`config.mk`:
```
export PLATFORM = sky130hd
export DESIGN_NAME = norm_round_top
export DESIGN_NICKNAME = d
export VERILOG_FILES = /design/src/norm_round_pkg.sv /design/src/norm_round_dispatch.sv /design/src/fp_normalize.sv /design/src/fp_round.sv /design/src/norm_round_lane.sv /design/src/norm_round_collect.sv /design/src/norm_round_top.sv
export VERILOG_INCLUDE_DIRS = /design/src
export SDC_FILE = /design/constraint.sdc
export NUM_CORES = 1
export LEC_CHECK = 0
export ABC_AREA = 0
export BUFFER_PORTS_ARGS = -buffer_cell sky130_fd_sc_hd__buf_2
export CORE_MARGIN = 5
export CORE_UTILIZATION = 45
export CTS_CLUSTER_DIAMETER = 30
export DETAILED_ROUTE_END_ITERATION = 6
export HOLD_SLACK_MARGIN = 0.05
export PLACE_DENSITY = 0.6
export SLEW_MARGIN = 20
export SYNTH_ARGS = -nofsm -noshare
export SYNTH_HDL_FRONTEND = slang
export SYNTH_SLANG_ARGS = --single-unit
```
`constraint.sdc`:
```
create_clock -name clk -period 14 [get_ports clk]
set_input_delay 0.7 -clock clk [delete_from_list [all_inputs] [get_ports clk]]
set_output_delay 0.7 -clock clk [all_outputs]
set_load 0.1 [all_outputs]
```
`src/norm_round_config.svh`:
```
// Build-time configuration of the FP32 normalize and round unit
// Lane count, credit counts and FP32 field widths

`ifndef NORM_ROUND_CONFIG_SVH
`define NORM_ROUND_CONFIG_SVH

// Parallel lanes, served round-robin
`define NR_LANES 2

// Result FIFO depth, also the upstream credit count
`define NR_IN_CREDITS 4

// Downstream credits held after reset
`define NR_OUT_CREDITS 2

// FP32 biased exponent field
`define NR_EXP_W 8

// FP32 fraction, hidden bit not counted
`define NR_MANT_W 23

`endif

```
`src/norm_round_pkg.sv`:
```
// Shared types of the FP32 normalize and round unit
// Operand and result vectors, rounding modes, lane FSM states, constants

`include "norm_round_config.svh"

package norm_round_pkg;

  // Hidden bit, fraction and 4 rounding bits; MSB has weight 1
  typedef logic [`NR_MANT_W+4:0]              mant_in_t;
  typedef logic signed [`NR_EXP_W+1:0]        exp_in_t;     // Biased, may go negative
  typedef logic [`NR_MANT_W:0]                mant_norm_t;  // Hidden bit included
  typedef logic [1:0]                         round_ext_t;  // {guard, sticky}
  typedef logic [`NR_EXP_W-1:0]               exp_field_t;
  typedef logic [`NR_EXP_W+`NR_MANT_W:0]      fp32_t;
  typedef logic [4:0]                         fflags_t;     // {NV, DZ, OF, UF, NX}
  typedef logic [$clog2(`NR_LANES)-1:0]       lane_idx_t;

  // Bit positions in fflags_t
  localparam int FL_NV = 4;
  localparam int FL_DZ = 3;
  localparam int FL_OF = 2;
  localparam int FL_UF = 1;
  localparam int FL_NX = 0;

  typedef enum logic [1:0]
  {
    RM_NEAREST  = 2'd0,  // Nearest, ties to even
    RM_TRUNC    = 2'd1,  // Toward zero
    RM_PLUSINF  = 2'd2,
    RM_MINUSINF = 2'd3
  } round_mode_e;

  typedef enum logic [1:0]
  {
    ST_IDLE,
    ST_NORM,   // Normalized operand held, rounding under way
    ST_ROUND   // Rounded result held, done raised
  } lane_state_e;

  typedef enum logic {OP_DIV, OP_SQRT} op_kind_e;

  localparam fp32_t C_QNAN_FP32 = 32'h7fc0_0000;  // Canonical quiet NaN

endpackage

```
`src/norm_round_dispatch.sv`:
```
// Operation dispatcher
// Registers each accepted operation and starts the lane under a
// round-robin pointer; tracks upstream credits for checking

`timescale 1ns/100ps

`include "norm_round_config.svh"

module norm_round_dispatch
(
  input  logic                         clk,
  input  logic                         reset,
  input  logic                         in_valid,
  input  norm_round_pkg::mant_in_t     mant_in,
  input  norm_round_pkg::exp_in_t      exp_in,
  input  logic                         sign_in,
  input  norm_round_pkg::op_kind_e     op,
  input  logic                         inf_a,
  input  logic                         inf_b,
  input  logic                         zero_a,
  input  logic                         zero_b,
  input  logic                         nan_a,
  input  logic                         nan_b,
  input  logic                         snan,
  input  norm_round_pkg::round_mode_e  rm,
  input  logic                         in_credit,
  output logic [`NR_LANES-1:0]         lane_start,
  output norm_round_pkg::mant_in_t     op_mant,
  output norm_round_pkg::exp_in_t      op_exp,
  output logic                         op_sign,
  output norm_round_pkg::op_kind_e     op_kind,
  output logic [6:0]                   op_special,  // {inf_a, inf_b, zero_a, zero_b, nan_a, nan_b, snan}
  output norm_round_pkg::round_mode_e  op_rm
);
  import norm_round_pkg::*;

  localparam int LANES = `NR_LANES;
  localparam int ICW   = $clog2(`NR_IN_CREDITS + 1);

  lane_idx_t      ptr;      // Next lane to start
  logic [ICW-1:0] credits;  // Mirror of the upstream credit count

  // Operation fields, shared by all lanes
  always_ff @(posedge clk)
  begin
    if (in_valid)
    begin
      op_mant    <= mant_in;
      op_exp     <= exp_in;
      op_sign    <= sign_in;
      op_kind    <= op;
      op_special <= {inf_a, inf_b, zero_a, zero_b, nan_a, nan_b, snan};
      op_rm      <= rm;
    end
  end

  always_ff @(posedge clk)
  begin
    if (reset)
    begin
      lane_start <= '0;
      ptr        <= '0;
      credits    <= ICW'(`NR_IN_CREDITS);
    end
    else
    begin
      lane_start <= in_valid ? (LANES'(1) << ptr) : '0;  // One-hot, one cycle
      if (in_valid)
        ptr <= (ptr == lane_idx_t'(LANES - 1)) ? '0 : ptr + 1'b1;
      credits <= credits - ICW'(in_valid) + ICW'(in_credit);
    end
  end

  // Upstream may only send while it still holds a credit
  a_credit_held: assert property (@(posedge clk) disable iff (reset)
    in_valid |-> credits != '0)
    else $error("in_valid without upstream credit");

endmodule

```
`src/fp_normalize.sv`:
```
// FP32 normalizer
// Resolves NaN, infinity, zero, divide-by-zero and negative square root,
// otherwise brings the mantissa to [1, 2) and shifts a too-small
// exponent down into a denormal, keeping guard and sticky for rounding

`timescale 1ns/100ps

`include "norm_round_config.svh"

module fp_normalize
(
  input  norm_round_pkg::mant_in_t    op_mant,
  input  norm_round_pkg::exp_in_t     op_exp,
  input  logic                        op_sign,
  input  norm_round_pkg::op_kind_e    op_kind,
  input  logic [6:0]                  op_special,
  output norm_round_pkg::mant_norm_t  norm_mant,
  output norm_round_pkg::round_ext_t  norm_ext,
  output norm_round_pkg::exp_field_t  norm_exp,
  output logic                        norm_sign,
  output logic                        special_hit,
  output norm_round_pkg::fp32_t       special_result,
  output norm_round_pkg::fflags_t     pre_fflags
);
  import norm_round_pkg::*;

  localparam int IN_W  = $bits(mant_in_t);
  localparam int MN_W  = $bits(mant_norm_t);
  localparam int PAD_W = `NR_MANT_W + 3;            // Longest shift that still keeps sticky
  localparam int WIN_W = IN_W + PAD_W;
  localparam int SHW   = $clog2(PAD_W + 1);
  localparam exp_in_t EXP_INF = exp_in_t'((1 << `NR_EXP_W) - 1);

  logic inf_a, inf_b, zero_a, zero_b, nan_a, nan_b, snan;
  logic is_div;
  logic is_sqrt;
  logic m_top;                       // Mantissa already >= 1
  mant_in_t m_norm;
  exp_in_t  e_norm;
  logic     denorm;
  logic [$bits(exp_in_t)-1:0] sh_raw;
  logic [SHW-1:0]   sh_amt;
  logic [WIN_W-1:0] win;             // Mantissa with room for the shifted-out bits
  fp32_t inf_res;
  fp32_t zero_res;

  assign {inf_a, inf_b, zero_a, zero_b, nan_a, nan_b, snan} = op_special;
  assign is_div  = (op_kind == OP_DIV);
  assign is_sqrt = (op_kind == OP_SQRT);

  //////////////////////////////////////////////////////////////////////
  // Normalization
  //////////////////////////////////////////////////////////////////////

  assign m_top  = op_mant[IN_W-1];
  assign m_norm = m_top ? op_mant : op_mant << 1;            // 0.1xx -> 1.xx
  assign e_norm = m_top ? op_exp : op_exp - exp_in_t'(1);
  assign denorm = (e_norm <= exp_in_t'(0));

  // Right shift of 1 - exp for denormals, clamped once all bits are sticky
  assign sh_raw = exp_in_t'(1) - e_norm;
  assign sh_amt = !denorm ? '0
                : (sh_raw > PAD_W) ? SHW'(PAD_W)
                : sh_raw[SHW-1:0];
  assign win    = {m_norm, {PAD_W{1'b0}}} >> sh_amt;

  assign norm_mant = win[WIN_W-1 -: MN_W];
  assign norm_ext  = {win[WIN_W-1-MN_W], |win[WIN_W-2-MN_W:0]};  // Guard, sticky
  assign norm_exp  = denorm ? '0 : e_norm[`NR_EXP_W-1:0];
  assign norm_sign = op_sign;

  //////////////////////////////////////////////////////////////////////
  // Special cases, highest priority first
  //////////////////////////////////////////////////////////////////////

  assign inf_res  = {op_sign, {`NR_EXP_W{1'b1}}, {`NR_MANT_W{1'b0}}};
  assign zero_res = {op_sign, {(`NR_EXP_W + `NR_MANT_W){1'b0}}};

  always_comb
  begin
    special_hit    = 1'b1;
    special_result = C_QNAN_FP32;   // Default for every invalid case
    pre_fflags     = '0;
    if (nan_a || nan_b)
      pre_fflags[FL_NV] = snan;     // Only a signalling NaN is invalid
    else if (inf_a)
    begin
      if ((is_div && inf_b) || (is_sqrt && op_sign))
        pre_fflags[FL_NV] = 1'b1;   // inf/inf, sqrt(-inf)
      else
        special_result = inf_res;
    end
    else if (is_div && inf_b)
      special_result = zero_res;    // x/inf
    else if (zero_a)
    begin
      if (is_div && zero_b)
        pre_fflags[FL_NV] = 1'b1;   // 0/0
      else
        special_result = zero_res;
    end
    else if (is_div && zero_b)
    begin
      special_result    = inf_res;  // x/0
      pre_fflags[FL_DZ] = 1'b1;
    end
    else if (is_sqrt && op_sign)
      pre_fflags[FL_NV] = 1'b1;     // sqrt of a negative number
    else if (op_mant == '0)
      special_result = zero_res;
    else if (e_norm >= EXP_INF)
    begin
      special_result    = inf_res;  // Overflow before rounding
      pre_fflags[FL_OF] = 1'b1;
      pre_fflags[FL_NX] = 1'b1;
    end
    else
      special_hit = 1'b0;
  end

endmodule

```
`src/fp_round.sv`:
```
// FP32 rounder and packer
// Applies the rounding mode, renormalizes on carry, turns exponent 255
// into infinity, and raises OF, UF and NX; special results pass through

`timescale 1ns/100ps

`include "norm_round_config.svh"

module fp_round
(
  input  norm_round_pkg::mant_norm_t   norm_mant,
  input  norm_round_pkg::round_ext_t   norm_ext,
  input  norm_round_pkg::exp_field_t   norm_exp,
  input  logic                         norm_sign,
  input  logic                         special_hit,
  input  norm_round_pkg::fp32_t        special_result,
  input  norm_round_pkg::fflags_t      pre_fflags,
  input  norm_round_pkg::round_mode_e  rm,
  output norm_round_pkg::fp32_t        result,
  output norm_round_pkg::fflags_t      fflags
);
  import norm_round_pkg::*;

  localparam int UPW = `NR_MANT_W + 2;  // Mantissa plus carry

  logic guard;
  logic sticky;
  logic inexact;
  logic round_up;
  logic carry;
  logic ovf;
  logic [UPW-1:0]        m_up;
  logic [`NR_MANT_W-1:0] frac_r;
  exp_field_t            exp_r;

  assign {guard, sticky} = norm_ext;
  assign inexact = guard | sticky;

  always_comb
  begin
    round_up = 1'b0;
    case (rm)
      RM_NEAREST:  round_up = guard & (sticky | norm_mant[0]);  // Ties go to even
      RM_TRUNC:    round_up = 1'b0;
      RM_PLUSINF:  round_up = inexact & ~norm_sign;
      RM_MINUSINF: round_up = inexact & norm_sign;
      default:     round_up = 1'b0;
    endcase
  end

  //////////////////////////////////////////////////////////////////////
  // Round, renormalize, overflow
  //////////////////////////////////////////////////////////////////////

  assign m_up   = {1'b0, norm_mant} + UPW'(round_up);
  assign carry  = m_up[UPW-1];                                 // 1.11..1 rolled over
  assign frac_r = carry ? m_up[`NR_MANT_W:1] : m_up[`NR_MANT_W-1:0];

  // A denormal that reaches the hidden bit becomes the smallest normal
  assign exp_r = (norm_exp == '0) ? exp_field_t'(m_up[`NR_MANT_W])
                                  : norm_exp + exp_field_t'(carry);
  assign ovf   = (exp_r == '1);

  always_comb
  begin
    fflags = '0;
    if (special_hit)
    begin
      result = special_result;
      fflags = pre_fflags;
    end
    else
    begin
      result = ovf ? {norm_sign, exp_r, {`NR_MANT_W{1'b0}}}   // Infinity
                   : {norm_sign, exp_r, frac_r};
      fflags[FL_OF] = ovf;
      fflags[FL_UF] = inexact & (norm_exp == '0);  // Tiny before rounding
      fflags[FL_NX] = inexact;
    end
  end

endmodule

```
`src/norm_round_lane.sv`:
```
// Two-cycle lane
// Normalizes into registers on the start cycle, rounds in the next one
// and holds the result while done is raised

`timescale 1ns/100ps

module norm_round_lane
(
  input  logic                         clk,
  input  logic                         reset,
  input  logic                         start,
  input  norm_round_pkg::mant_in_t     op_mant,
  input  norm_round_pkg::exp_in_t      op_exp,
  input  logic                         op_sign,
  input  norm_round_pkg::op_kind_e     op_kind,
  input  logic [6:0]                   op_special,
  input  norm_round_pkg::round_mode_e  op_rm,
  output logic                         done,
  output norm_round_pkg::fp32_t        lane_result,
  output norm_round_pkg::fflags_t      lane_fflags
);
  import norm_round_pkg::*;

  lane_state_e state;
  mant_norm_t  n_mant, n_mant_q;
  round_ext_t  n_ext, n_ext_q;
  exp_field_t  n_exp, n_exp_q;
  logic        n_sign, n_sign_q;
  logic        n_hit, n_hit_q;
  fp32_t       n_special, n_special_q;
  fflags_t     n_flags, n_flags_q;
  round_mode_e rm_q;
  fp32_t       r_result;
  fflags_t     r_fflags;

  fp_normalize u_normalize
  (
    .op_mant        (op_mant),
    .op_exp         (op_exp),
    .op_sign        (op_sign),
    .op_kind        (op_kind),
    .op_special     (op_special),
    .norm_mant      (n_mant),
    .norm_ext       (n_ext),
    .norm_exp       (n_exp),
    .norm_sign      (n_sign),
    .special_hit    (n_hit),
    .special_result (n_special),
    .pre_fflags     (n_flags)
  );

  // Stage between the two steps
  always_ff @(posedge clk)
  begin
    if (start)
    begin
      n_mant_q    <= n_mant;
      n_ext_q     <= n_ext;
      n_exp_q     <= n_exp;
      n_sign_q    <= n_sign;
      n_hit_q     <= n_hit;
      n_special_q <= n_special;
      n_flags_q   <= n_flags;
      rm_q        <= op_rm;
    end
    if (state == ST_NORM)
    begin
      lane_result <= r_result;
      lane_fflags <= r_fflags;
    end
  end

  fp_round u_round
  (
    .norm_mant      (n_mant_q),
    .norm_ext       (n_ext_q),
    .norm_exp       (n_exp_q),
    .norm_sign      (n_sign_q),
    .special_hit    (n_hit_q),
    .special_result (n_special_q),
    .pre_fflags     (n_flags_q),
    .rm             (rm_q),
    .result         (r_result),
    .fflags         (r_fflags)
  );

  // Busy FSM; a new start is legal again once the result is held
  always_ff @(posedge clk)
  begin
    if (reset)
      state <= ST_IDLE;
    else
    begin
      case (state)
        ST_IDLE:  state <= start ? ST_NORM : ST_IDLE;
        ST_NORM:  state <= ST_ROUND;
        ST_ROUND: state <= start ? ST_NORM : ST_IDLE;
        default:  state <= ST_IDLE;
      endcase
    end
  end

  assign done = (state == ST_ROUND);  // One cycle per operation

  // Round-robin spacing upstream keeps a lane from being restarted mid-op
  a_start_idle: assert property (@(posedge clk) disable iff (reset)
    start |-> state != ST_NORM)
    else $error("lane started while busy");

endmodule

```
`src/norm_round_collect.sv`:
```
// Result collector
// Takes lane results in dispatch order into the result FIFO, returns an
// upstream credit per pop and sends only while a downstream credit is held

`timescale 1ns/100ps

`include "norm_round_config.svh"

module norm_round_collect
(
  input  logic                     clk,
  input  logic                     reset,
  input  logic [`NR_LANES-1:0]     lane_done,
  input  norm_round_pkg::fp32_t    lane_result [`NR_LANES],
  input  norm_round_pkg::fflags_t  lane_fflags [`NR_LANES],
  input  logic                     out_credit,
  output logic                     out_valid,
  output norm_round_pkg::fp32_t    result,
  output norm_round_pkg::fflags_t  fflags,
  output logic                     in_credit
);
  import norm_round_pkg::*;

  localparam int LANES = `NR_LANES;
  localparam int DEPTH = `NR_IN_CREDITS;  // Power of two, pointers wrap
  localparam int AW    = $clog2(DEPTH);
  localparam int CW    = AW + 1;
  localparam int OCW   = $clog2(`NR_OUT_CREDITS + 1);

  lane_idx_t          rd_lane;    // Lane expected to finish next
  logic [LANES-1:0]   turn_mask;
  logic               wr;
  logic               rd;
  fp32_t              res_mem [DEPTH];
  fflags_t            flg_mem [DEPTH];
  logic [AW-1:0]      wr_ptr;
  logic [AW-1:0]      rd_ptr;
  logic [CW-1:0]      count;
  logic [OCW-1:0]     out_credits;

  assign turn_mask = LANES'(1) << rd_lane;
  assign wr        = |(lane_done & turn_mask);

  //////////////////////////////////////////////////////////////////////
  // Result FIFO
  //////////////////////////////////////////////////////////////////////

  always_ff @(posedge clk)
  begin
    if (wr)
    begin
      res_mem[wr_ptr] <= lane_result[rd_lane];
      flg_mem[wr_ptr] <= lane_fflags[rd_lane];
    end
  end

  assign out_valid = (count != '0) && (out_credits != '0);
  assign rd        = out_valid;          // Downstream takes every send
  assign result    = res_mem[rd_ptr];
  assign fflags    = flg_mem[rd_ptr];

  always_ff @(posedge clk)
  begin
    if (reset)
    begin
      rd_lane     <= '0;
      wr_ptr      <= '0;
      rd_ptr      <= '0;
      count       <= '0;
      out_credits <= OCW'(`NR_OUT_CREDITS);
      in_credit   <= 1'b0;
    end
    else
    begin
      if (wr)
      begin
        rd_lane <= (rd_lane == lane_idx_t'(LANES - 1)) ? '0 : rd_lane + 1'b1;
        wr_ptr  <= wr_ptr + 1'b1;
      end
      if (rd)
        rd_ptr <= rd_ptr + 1'b1;
      count       <= count + CW'(wr) - CW'(rd);
      out_credits <= out_credits - OCW'(rd) + OCW'(out_credit);
      in_credit   <= rd;                 // Slot freed, upstream may send again
    end
  end

  // Upstream credits bound the FIFO fill
  a_fifo_no_overflow: assert property (@(posedge clk) disable iff (reset)
    wr |-> count != CW'(DEPTH))
    else $error("result FIFO written while full");

  // Lanes finish in the order the dispatcher started them
  a_lane_in_turn: assert property (@(posedge clk) disable iff (reset)
    (lane_done & ~turn_mask) == '0)
    else $error("lane finished out of turn");

endmodule

```
`src/norm_round_top.sv`:
```
// FP32 normalize and round unit, top level
// Dispatcher, a row of identical two-cycle lanes and the in-order
// collector, with credit flow control on both sides

`timescale 1ns/100ps

`include "norm_round_config.svh"

module norm_round_top
(
  input  logic                         clk,
  input  logic                         reset,
  input  logic                         in_valid,
  input  norm_round_pkg::mant_in_t     mant_in,
  input  norm_round_pkg::exp_in_t      exp_in,
  input  logic                         sign_in,
  input  norm_round_pkg::op_kind_e     op,
  input  logic                         inf_a,
  input  logic                         inf_b,
  input  logic                         zero_a,
  input  logic                         zero_b,
  input  logic                         nan_a,
  input  logic                         nan_b,
  input  logic                         snan,
  input  norm_round_pkg::round_mode_e  rm,
  output logic                         in_credit,
  output logic                         out_valid,
  output norm_round_pkg::fp32_t        result,
  output norm_round_pkg::fflags_t      fflags,
  input  logic                         out_credit
);
  import norm_round_pkg::*;

  logic [`NR_LANES-1:0] lane_start;
  logic [`NR_LANES-1:0] lane_done;
  fp32_t       lane_result [`NR_LANES];
  fflags_t     lane_fflags [`NR_LANES];
  mant_in_t    op_mant;      // Registered operation, fanned out to every lane
  exp_in_t     op_exp;
  logic        op_sign;
  op_kind_e    op_kind;
  logic [6:0]  op_special;
  round_mode_e op_rm;

  norm_round_dispatch u_dispatch
  (
    .clk, .reset, .in_valid, .mant_in, .exp_in, .sign_in, .op,
    .inf_a, .inf_b, .zero_a, .zero_b, .nan_a, .nan_b, .snan, .rm, .in_credit,
    .lane_start, .op_mant, .op_exp, .op_sign, .op_kind, .op_special, .op_rm
  );

  for (genvar i = 0; i < `NR_LANES; i++)
  begin : g_lane
    norm_round_lane u_lane
    (
      .clk, .reset,
      .start       (lane_start[i]),
      .op_mant, .op_exp, .op_sign, .op_kind, .op_special, .op_rm,
      .done        (lane_done[i]),
      .lane_result (lane_result[i]),
      .lane_fflags (lane_fflags[i])
    );
  end

  norm_round_collect u_collect
  (
    .clk, .reset, .lane_done, .lane_result, .lane_fflags, .out_credit,
    .out_valid, .result, .fflags, .in_credit
  );

endmodule

```
==> out/results.txt, run 1 <==
Status: complete, no violations
Max Slew Vio Count: 0
#FFs+latches synth: 379
First-pass GRT wire length: 64.4 mm
Slowest stage cell, crit path: a32o_1
Crit-path max cell delay: 0.83 ns
Post-DP HPWL: 27.7 mm
Nets: 1606
Full die area: 45400 sq um
CP Capture Type: flip-flop
Pleak: 7.64 nW
Initial antenna violation count: 0
Setup TNS: 0 ns
Total gr overflow: 0
DR iter-0 viols: 707
Initial Utilization: 45.4%
Vias per inst: 5.55
Post-synthesis cell area: 18500 sq um
Crit-path cells: buf_4, nor4_4, nand3_1, xnor2_1, a32o_1, o21a_2, nand3_2, mux2_1, o211a_1, a211o_1, mux2i_1, nand4_1, nor4_1, o221ai_1
PwrDens: 179 nW/um^2
Total number of yosys warnings: 0
Worst slew pin tran: 1.07 ns
GRT Util Overall: 17.9%
Maximum VDD drop: 0.101 mV
Routed WL: 40.4 mm
Post-Syn Nets: 1498
Worst Path Max Fanout: 65
Hold_buf cts: 0
Die X: 213 um
TritonRoute pass-1 iters: 5
Number of library cell types mapped by synthesis: 96
Crit path DAT: 6.66 ns
Clk root buf: clkbuf_16
Largest net degree at the start of global routing: 66
Post-synth ARST share: 0%
Via count: 11800
Core ar.: 40800 sq um
Postcts setup bufs: 0
Post-synth EDFFs: 359
Startpoint types: flip-flop
DRC errors left: 0
Final setup viols: 0
Clock Path Buffers: 3
GPL Wtd Cong: 0.934
Rel. slew slack: 28.8%
Min cycle time layout: 6.38 ns
Hold slack: 0.308 ns
Avg WL per Cell: 19.0 um
Cts repair resizes: 0
Total of max-cap violations: 0
CP Buf/Inv Count: 1
Ant diodes: 0
CTS Buf Count: 77
Worst Skew: 0.0204 ns
Clk sink count: 379
Top Ports: 92
Final ANT Viol Nets: 0
Final worst path period share: 45.6%
Hold Fails Final Rpt: 0
Row count: 74
Seq/Total Area, Yosys: 60.3%
Port Buffer Count: 91
Top Family by Delay on Critical Path: compound AO/OA/AOI/OAI gates
Die height: 213 um
Ys flop type: edfxtp_1
Vias in the first global route: 11900
Syn avg cell area: 13.0 sq um
H-tree depth: 3
Fillers: 3358
Tot Pwr: 3.94 mW
RSZ-0062 raised after global routing: false
Clock latency on the worst-skew pair: 0.57 ns
Layout cells sized above 1: 22.0%
Worst min path class: input pin to flip-flop
Area Overhead vs Synth: 19.0%
Worst slack at placement: 7.76 ns
Reg clk slew, reported paths: 0.05 ns
TritonCTS clock tree: yes
WP data required: 14.28 ns
Cells after Synth: 1425
Final Util: 54.0%
Crit Path Class: flip-flop to flip-flop
Fmax: 0.157 GHz
Final WS setup: 7.62 ns
-- stage by stage --
| step | area (sq um) | std cells |
|---|---|---|
| floorplan | 18500 | 1425 |
| global placement | 19400 | 1984 |
| detailed placement | 19400 | 1984 |
| CTS | 22000 | 2124 |
| global route | 22100 | 2126 |
| finish | 22100 | 2126 |
-- Yosys cell counts (8+ instances only) --
cell / instances / area, sq um
nor4_1: 39 / 244
nor3b_1: 8 / 60.1
buf_2: 17 / 85.1
buf_4: 11 / 82.6
xor2_1: 31 / 272
o21ai_0: 39 / 195
nand3_1: 45 / 225
nor2_1: 133 / 499
mux2i_1: 40 / 400
nand4_1: 23 / 144
mux2_2: 47 / 529
a211oi_1: 12 / 90.1
and2_1: 14 / 87.6
a21oi_1: 62 / 310
buf_1: 9 / 33.8
a32oi_1: 11 / 96.3
nor3_1: 29 / 145
or3_1: 14 / 87.6
o22ai_1: 9 / 56.3
mux4_2: 37 / 833
nand2_1: 98 / 368
and3_1: 13 / 81.3
dfxtp_1: 20 / 400
nor2b_1: 17 / 106
ha_1: 19 / 238
o211ai_1: 9 / 67.6
inv_1: 34 / 128
edfxtp_1: 359 / 10800
clkbuf_1: 33 / 124
xnor2_1: 41 / 359
nand2b_1: 17 / 106
-- final cells by class --
class | instances | area [sq um] | share of cell area [%]
Tap cell | 532 | 666 | 3.02
Clock buffer | 90 | 2050 | 9.29
Sequential cell | 379 | 11200 | 50.7
Inverter | 35 | 131 | 0.595
Timing Repair Buffer | 108 | 608 | 2.76
Multi-Input combinational cell | 932 | 6840 | 31.0
Clock inverter | 50 | 588 | 2.67
-- worst paths after layout --
kind | startpoint | end | slack, ns | depth (start not counted)
setup / recovery | u_dispatch.op_mant[27] | g_lane[0].u_lane.n_ext_q[0] | 7.62 | 14
hold / removal | nan_a | u_dispatch.op_special[2] | 0.31 | 1
hold reg to reg | g_lane[1].u_lane.state[0] | g_lane[1].u_lane.state[0] | 0.42 | 1
setup reg to reg | u_dispatch.op_mant[27] | g_lane[0].u_lane.n_ext_q[0] | 7.62 | 14
-- cell usage in the layout (no fill, tap or decap), types with 8 or more instances in the layout --
cell / instances
edfxtp_1: 359
nor2_1: 132
nand2_1: 98
buf_2: 91
clkbuf_16: 80
a21oi_1: 62
mux2_2: 47
nand3_1: 45
xnor2_1: 41
mux2i_1: 40
o21ai_0: 39
nor4_1: 39
mux4_2: 37
inv_1: 34
xor2_1: 31
nor3_1: 29
nand4_1: 23
ha_1: 19
nand2b_1: 17
dfxtp_1: 17
nor2b_1: 16
buf_4: 15
and2_1: 14
or3_1: 14
and3_1: 13
a211oi_1: 12
a32oi_1: 11
clkinv_1: 11
clkinv_2: 11
bufinv_16: 11
o211ai_1: 9
o22ai_1: 9
clkinvlp_4: 9
clkbuf_1: 9
nor3b_1: 8
-- worst register-to-register path, stage by stage, from the launching register on --
cell and delay (ns):
edfxtp_1 0.35, buf_4 0.33, nor4_4 0.55, nand3_1 0.21, xnor2_1 0.77, a32o_1 0.83, o21a_2 0.54, nand3_2 0.56
mux2_1 0.55, o211a_1 0.21, a211o_1 0.34, mux2i_1 0.16, nand4_1 0.14, nor4_1 0.36, o221ai_1 0.19
-- state kept, by name (all words and copies together) (netlist names), 2 cells and up, named ones only --
signal	cells
u_dispatch.op_rm	2
u_dispatch.op_special	7
g_lane.u_lane.n_ext_q	4
g_lane.u_lane.n_sign_q	2
g_lane.u_lane.lane_result	64
g_lane.u_lane.lane_fflags	10
u_collect.wr_ptr	2
u_dispatch.op_mant	28
u_collect.count	3
g_lane.u_lane.n_exp_q	16
u_dispatch.op_exp	10
u_collect.rd_ptr	2
u_collect.out_credits	2
g_lane.u_lane.n_special_q	6
g_lane.u_lane.state	4
u_dispatch.lane_start	2
g_lane.u_lane.n_mant_q	48
u_collect.res_mem	128
u_collect.flg_mem	20
g_lane.u_lane.n_flags_q	6
g_lane.u_lane.rm_q	4
g_lane.u_lane.n_hit_q	2
-- power by group --
group | internal [mW] | switching (mW)
combinational | 0.211 | 0.581
clock | 1.25 | 0.565
sequential | 1.30 | 0.0401
total | 2.75 | 1.19
-- layer usage --
metal	vias up	GRT usage [%]	wire, um
li1	5749	-	-
met1	5734	24.6	18700
met3	56	3.36	1810
met2	263	28.6	19100
met5	-	0	0
met4	0	6.73	858
-- kinds of logic after synthesis --
| family | share of synthesized area, % |
|---|---|
| fa+ha+maj | 1.39 |
| mux | 9.88 |
| flops | 60.3 |
| compound gates | 8.41 |
| buf+inv | 3.05 |
| simple gates | 13.3 |
| xor+xnor | 3.64 |
Power figures use the tool's default switching activity.
==> run 2: changes to the inputs <==
==> constraint.sdc (replaced) <==
create_clock -name clk -period 6 [get_ports clk]
set_input_delay 0.3 -clock clk [delete_from_list [all_inputs] [get_ports clk]]
set_output_delay 0.3 -clock clk [all_outputs]
set_load 0.1 [all_outputs]
==> run 2 against run 1 <==
  * Fmax rose by 16%
  * Cell area up 3.0%
  * Utilization is 1.6 points higher
  * Largest cell class unchanged
  * Worst setup slack worse by 7.1 ns
  * Hold slack worse by 0.20 ns
  * Sequential power rose by 130%
==> out/results.txt, run 2 (synthesis gave the netlist of run 1 again) <==
Status: complete, no violations (unchanged)
Total of max-cap violations: 0 (unchanged)
Postcts setup bufs: 0 (unchanged)
Ant diodes: 0 (unchanged)
Crit-path max cell delay: 0.59 ns (was 0.83 ns)
Final ANT Viol Nets: 0 (unchanged)
TritonCTS clock tree: yes (unchanged)
Final WS setup: 0.490 ns (was 7.62 ns)
Port Buffer Count: 91 (unchanged)
Worst Path Max Fanout: 26 (was 65)
DR iter-0 viols: 815 (was 707)
Footprint of the multi-input gates: 6830 sq um (was 6840 sq um)
RSZ-0062 raised after global routing: false (unchanged)
Hold Fails Final Rpt: 0 (unchanged)
CP Buf/Inv Count: 1 (unchanged)
Largest regs: u_collect.res_mem: 128 flops, g_lane.u_lane.lane_result: 64 flops, g_lane.u_lane.n_mant_q: 48 flops (unchanged)
Maximum VDD drop: 0.266 mV (was 0.101 mV)
FF-to-FF End: g_lane[1].u_lane.n_ext_q[0] (was g_lane[0].u_lane.n_ext_q[0])
WP data required: 6.28 ns (was 14.28 ns)
CP Capture Type: flip-flop (unchanged)
Reg clk slew, reported paths: 0.05 ns (about the same)
H-tree depth: 3 (unchanged)
Row count: 74 (unchanged)
Crit Path Class: flip-flop to flip-flop (unchanged)
Avg WL per Cell: 18.9 um (was 19.0 um)
First-pass GRT wire length: 66.3 mm (was 64.4 mm)
Crit-path cells: inv_1, ha_1, or3b_1, and2_1, ha_1, xnor2_1, xnor2_1, nor2_1, o22a_2, and4_2, a31oi_1, or3_1, a2bb2o_1, a221o_1, nand4_1, nor4_1, o221ai_1 (was buf_4, nor4_4, nand3_1, xnor2_1, a32o_1, o21a_2, nand3_2, mux2_1, o211a_1, a211o_1, mux2i_1, nand4_1, nor4_1, o221ai_1)
Vias per inst: 5.53 (was 5.55)
Final worst path period share: 91.8% (was 45.6%)
Register Area: 11200 sq um (unchanged)
CTS Buf Count: 78 (was 77)
Worst min path class: input pin to flip-flop (unchanged)
Clock latency on the worst-skew pair: 0.58 ns (was 0.57 ns)
DRC errors left: 0 (unchanged)
Final Util: 55.7% (was 54.0%)
Die X: 213 um (unchanged)
Most frequent cells in the layout: edfxtp_1 (359), nor2_1 (132), nand2_1 (98), buf_2 (91), clkbuf_16 (82) (was edfxtp_1 (359), nor2_1 (132), nand2_1 (98), buf_2 (91), clkbuf_16 (80))
Full die area: 45400 sq um (unchanged)
TritonRoute pass-1 iters: 5 (unchanged)
Fmax: 0.181 GHz (was 0.157 GHz)
GPL Wtd Cong: 0.898 (was 0.934)
Hold slack: 0.105 ns (was 0.308 ns)
Startpoint types: flip-flop (unchanged)
Routed WL: 41.3 mm (was 40.4 mm)
Commonest non-fill, non-tap cell in the layout: edfxtp_1 (unchanged)
Initial antenna violation count: 0 (unchanged)
Final setup viols: 0 (unchanged)
Top Family by Delay on Critical Path: simple AND/OR/NAND/NOR gates (was compound AO/OA/AOI/OAI gates)
Fillers: 3323 (was 3358)
Crit path DAT: 5.79 ns (was 6.66 ns)
Clk root buf: clkbuf_16 (unchanged)
Pleak: 7.94 nW (was 7.64 nW)
FF-to-FF Start: u_dispatch.op_exp[0] (was u_dispatch.op_mant[27])
Layout cells sized above 1: 22.0% (about the same)
Via count: 12100 (was 11800)
Min cycle time layout: 5.51 ns (was 6.38 ns)
Worst setup path startpoint: u_dispatch.op_exp[0] (was u_dispatch.op_mant[27])
Area Overhead vs Synth: 22.6% (was 19.0%)
Worst reg2reg path depth: 17 (was 14)
FF-to-FF setup slack: 0.49 ns (was 7.62 ns)
Clk sink count: 379 (unchanged)
Top Ports: 92 (unchanged)
PwrDens: 414 nW/um^2 (was 179 nW/um^2)
Core ar.: 40800 sq um (unchanged)
GRT Util Overall: 18.5% (was 17.9%)
Die height: 213 um (unchanged)
CP Capture Point: g_lane[1].u_lane.n_ext_q[0] (was g_lane[0].u_lane.n_ext_q[0])
Total gr overflow: 0 (unchanged)
Setup TNS: 0 ns (unchanged)
CP Depth: 17 (was 14)
Post-DP HPWL: 27.7 mm (about the same)
Worst slew pin tran: 1.07 ns (about the same)
Vias in the first global route: 12200 (was 11900)
Largest register by flop count: u_collect.res_mem (unchanged)
Initial Utilization: 45.4% (unchanged)
Worst Skew: 0.0289 ns (was 0.0204 ns)
Largest net degree at the start of global routing: 53 (was 66)
Rel. slew slack: 28.6% (was 28.8%)
Worst slack at placement: 0.477 ns (was 7.76 ns)
Clock Path Buffers: 3 (unchanged)
Max reg flops: 128 (unchanged)
Slowest stage cell, crit path: and4_2 (was a32o_1)
Nets: 1665 (was 1606)
Max Slew Vio Count: 0 (unchanged)
## run 2: repair_timing
item                                    4_1_cts  5_1_grt
endpoints found under the hold margin        50        0
hold buffers                                 50        0
endpoints found under the setup margin        0        2
resized for setup                             0        1
## run 2: worst min-delay path by stage
| stage | start | end | depth (start not counted) | slack, ns |
|---|---|---|---|---|
| after CTS | reset | u_collect.count[1] | 2 | 0.08 |
| final | reset | u_collect.count[1] | 2 | 0.11 |
| after global routing | reset | u_collect.count[1] | 2 | 0.11 |
| after detailed placement | g_lane[1].u_lane.state[0] | g_lane[1].u_lane.state[0] | 1 | 0.41 |
| after global placement | g_lane[1].u_lane.state[0] | g_lane[1].u_lane.state[0] | 1 | 0.41 |
| after floorplan | g_lane[1].u_lane.state[0] | g_lane[1].u_lane.state[0] | 1 | 0.40 |
## run 2: metrics by stage
step                std cells  total power, mW  cell area, sq um
CTS                      2183             9.51             22700
floorplan                1425             4.70             18500
finish                   2185             9.41             22700
detailed placement       1992             5.03             19400
global route             2185             9.80             22700
global placement         1992             5.02             19400
## run 2: per-layer routing
metal / global-route usage (%) / up-vias / share of wire (%)
li1: - / 5851 / -
met5: 0 / - / 0
met3: 3.56 / 65 / 5.5
met4: 6.25 / 0 / 2.3
met2: 29.7 / 339 / 48
met1: 25.4 / 5831 / 45
## run 2: final cells by class
cell class              count  share of cell area (%)
repair buffers            166                    5.14
clock inverters            51                    2.93
well taps                 532                    2.93
inverters                  35                   0.578
clock buffers              90                    9.16
flip-flops and latches    379                    49.2
multi-input cells         932                    30.1
## run 2: power breakdown
| group | internal [mW] | total (mW) | switching, mW |
|---|---|---|---|
| logic | 0.518 | 1.88 | 1.36 |
| registers | 3.02 | 3.12 | 0.0945 |
| clock network | 3.05 | 4.41 | 1.36 |
| total | 6.59 | 9.41 | 2.82 |
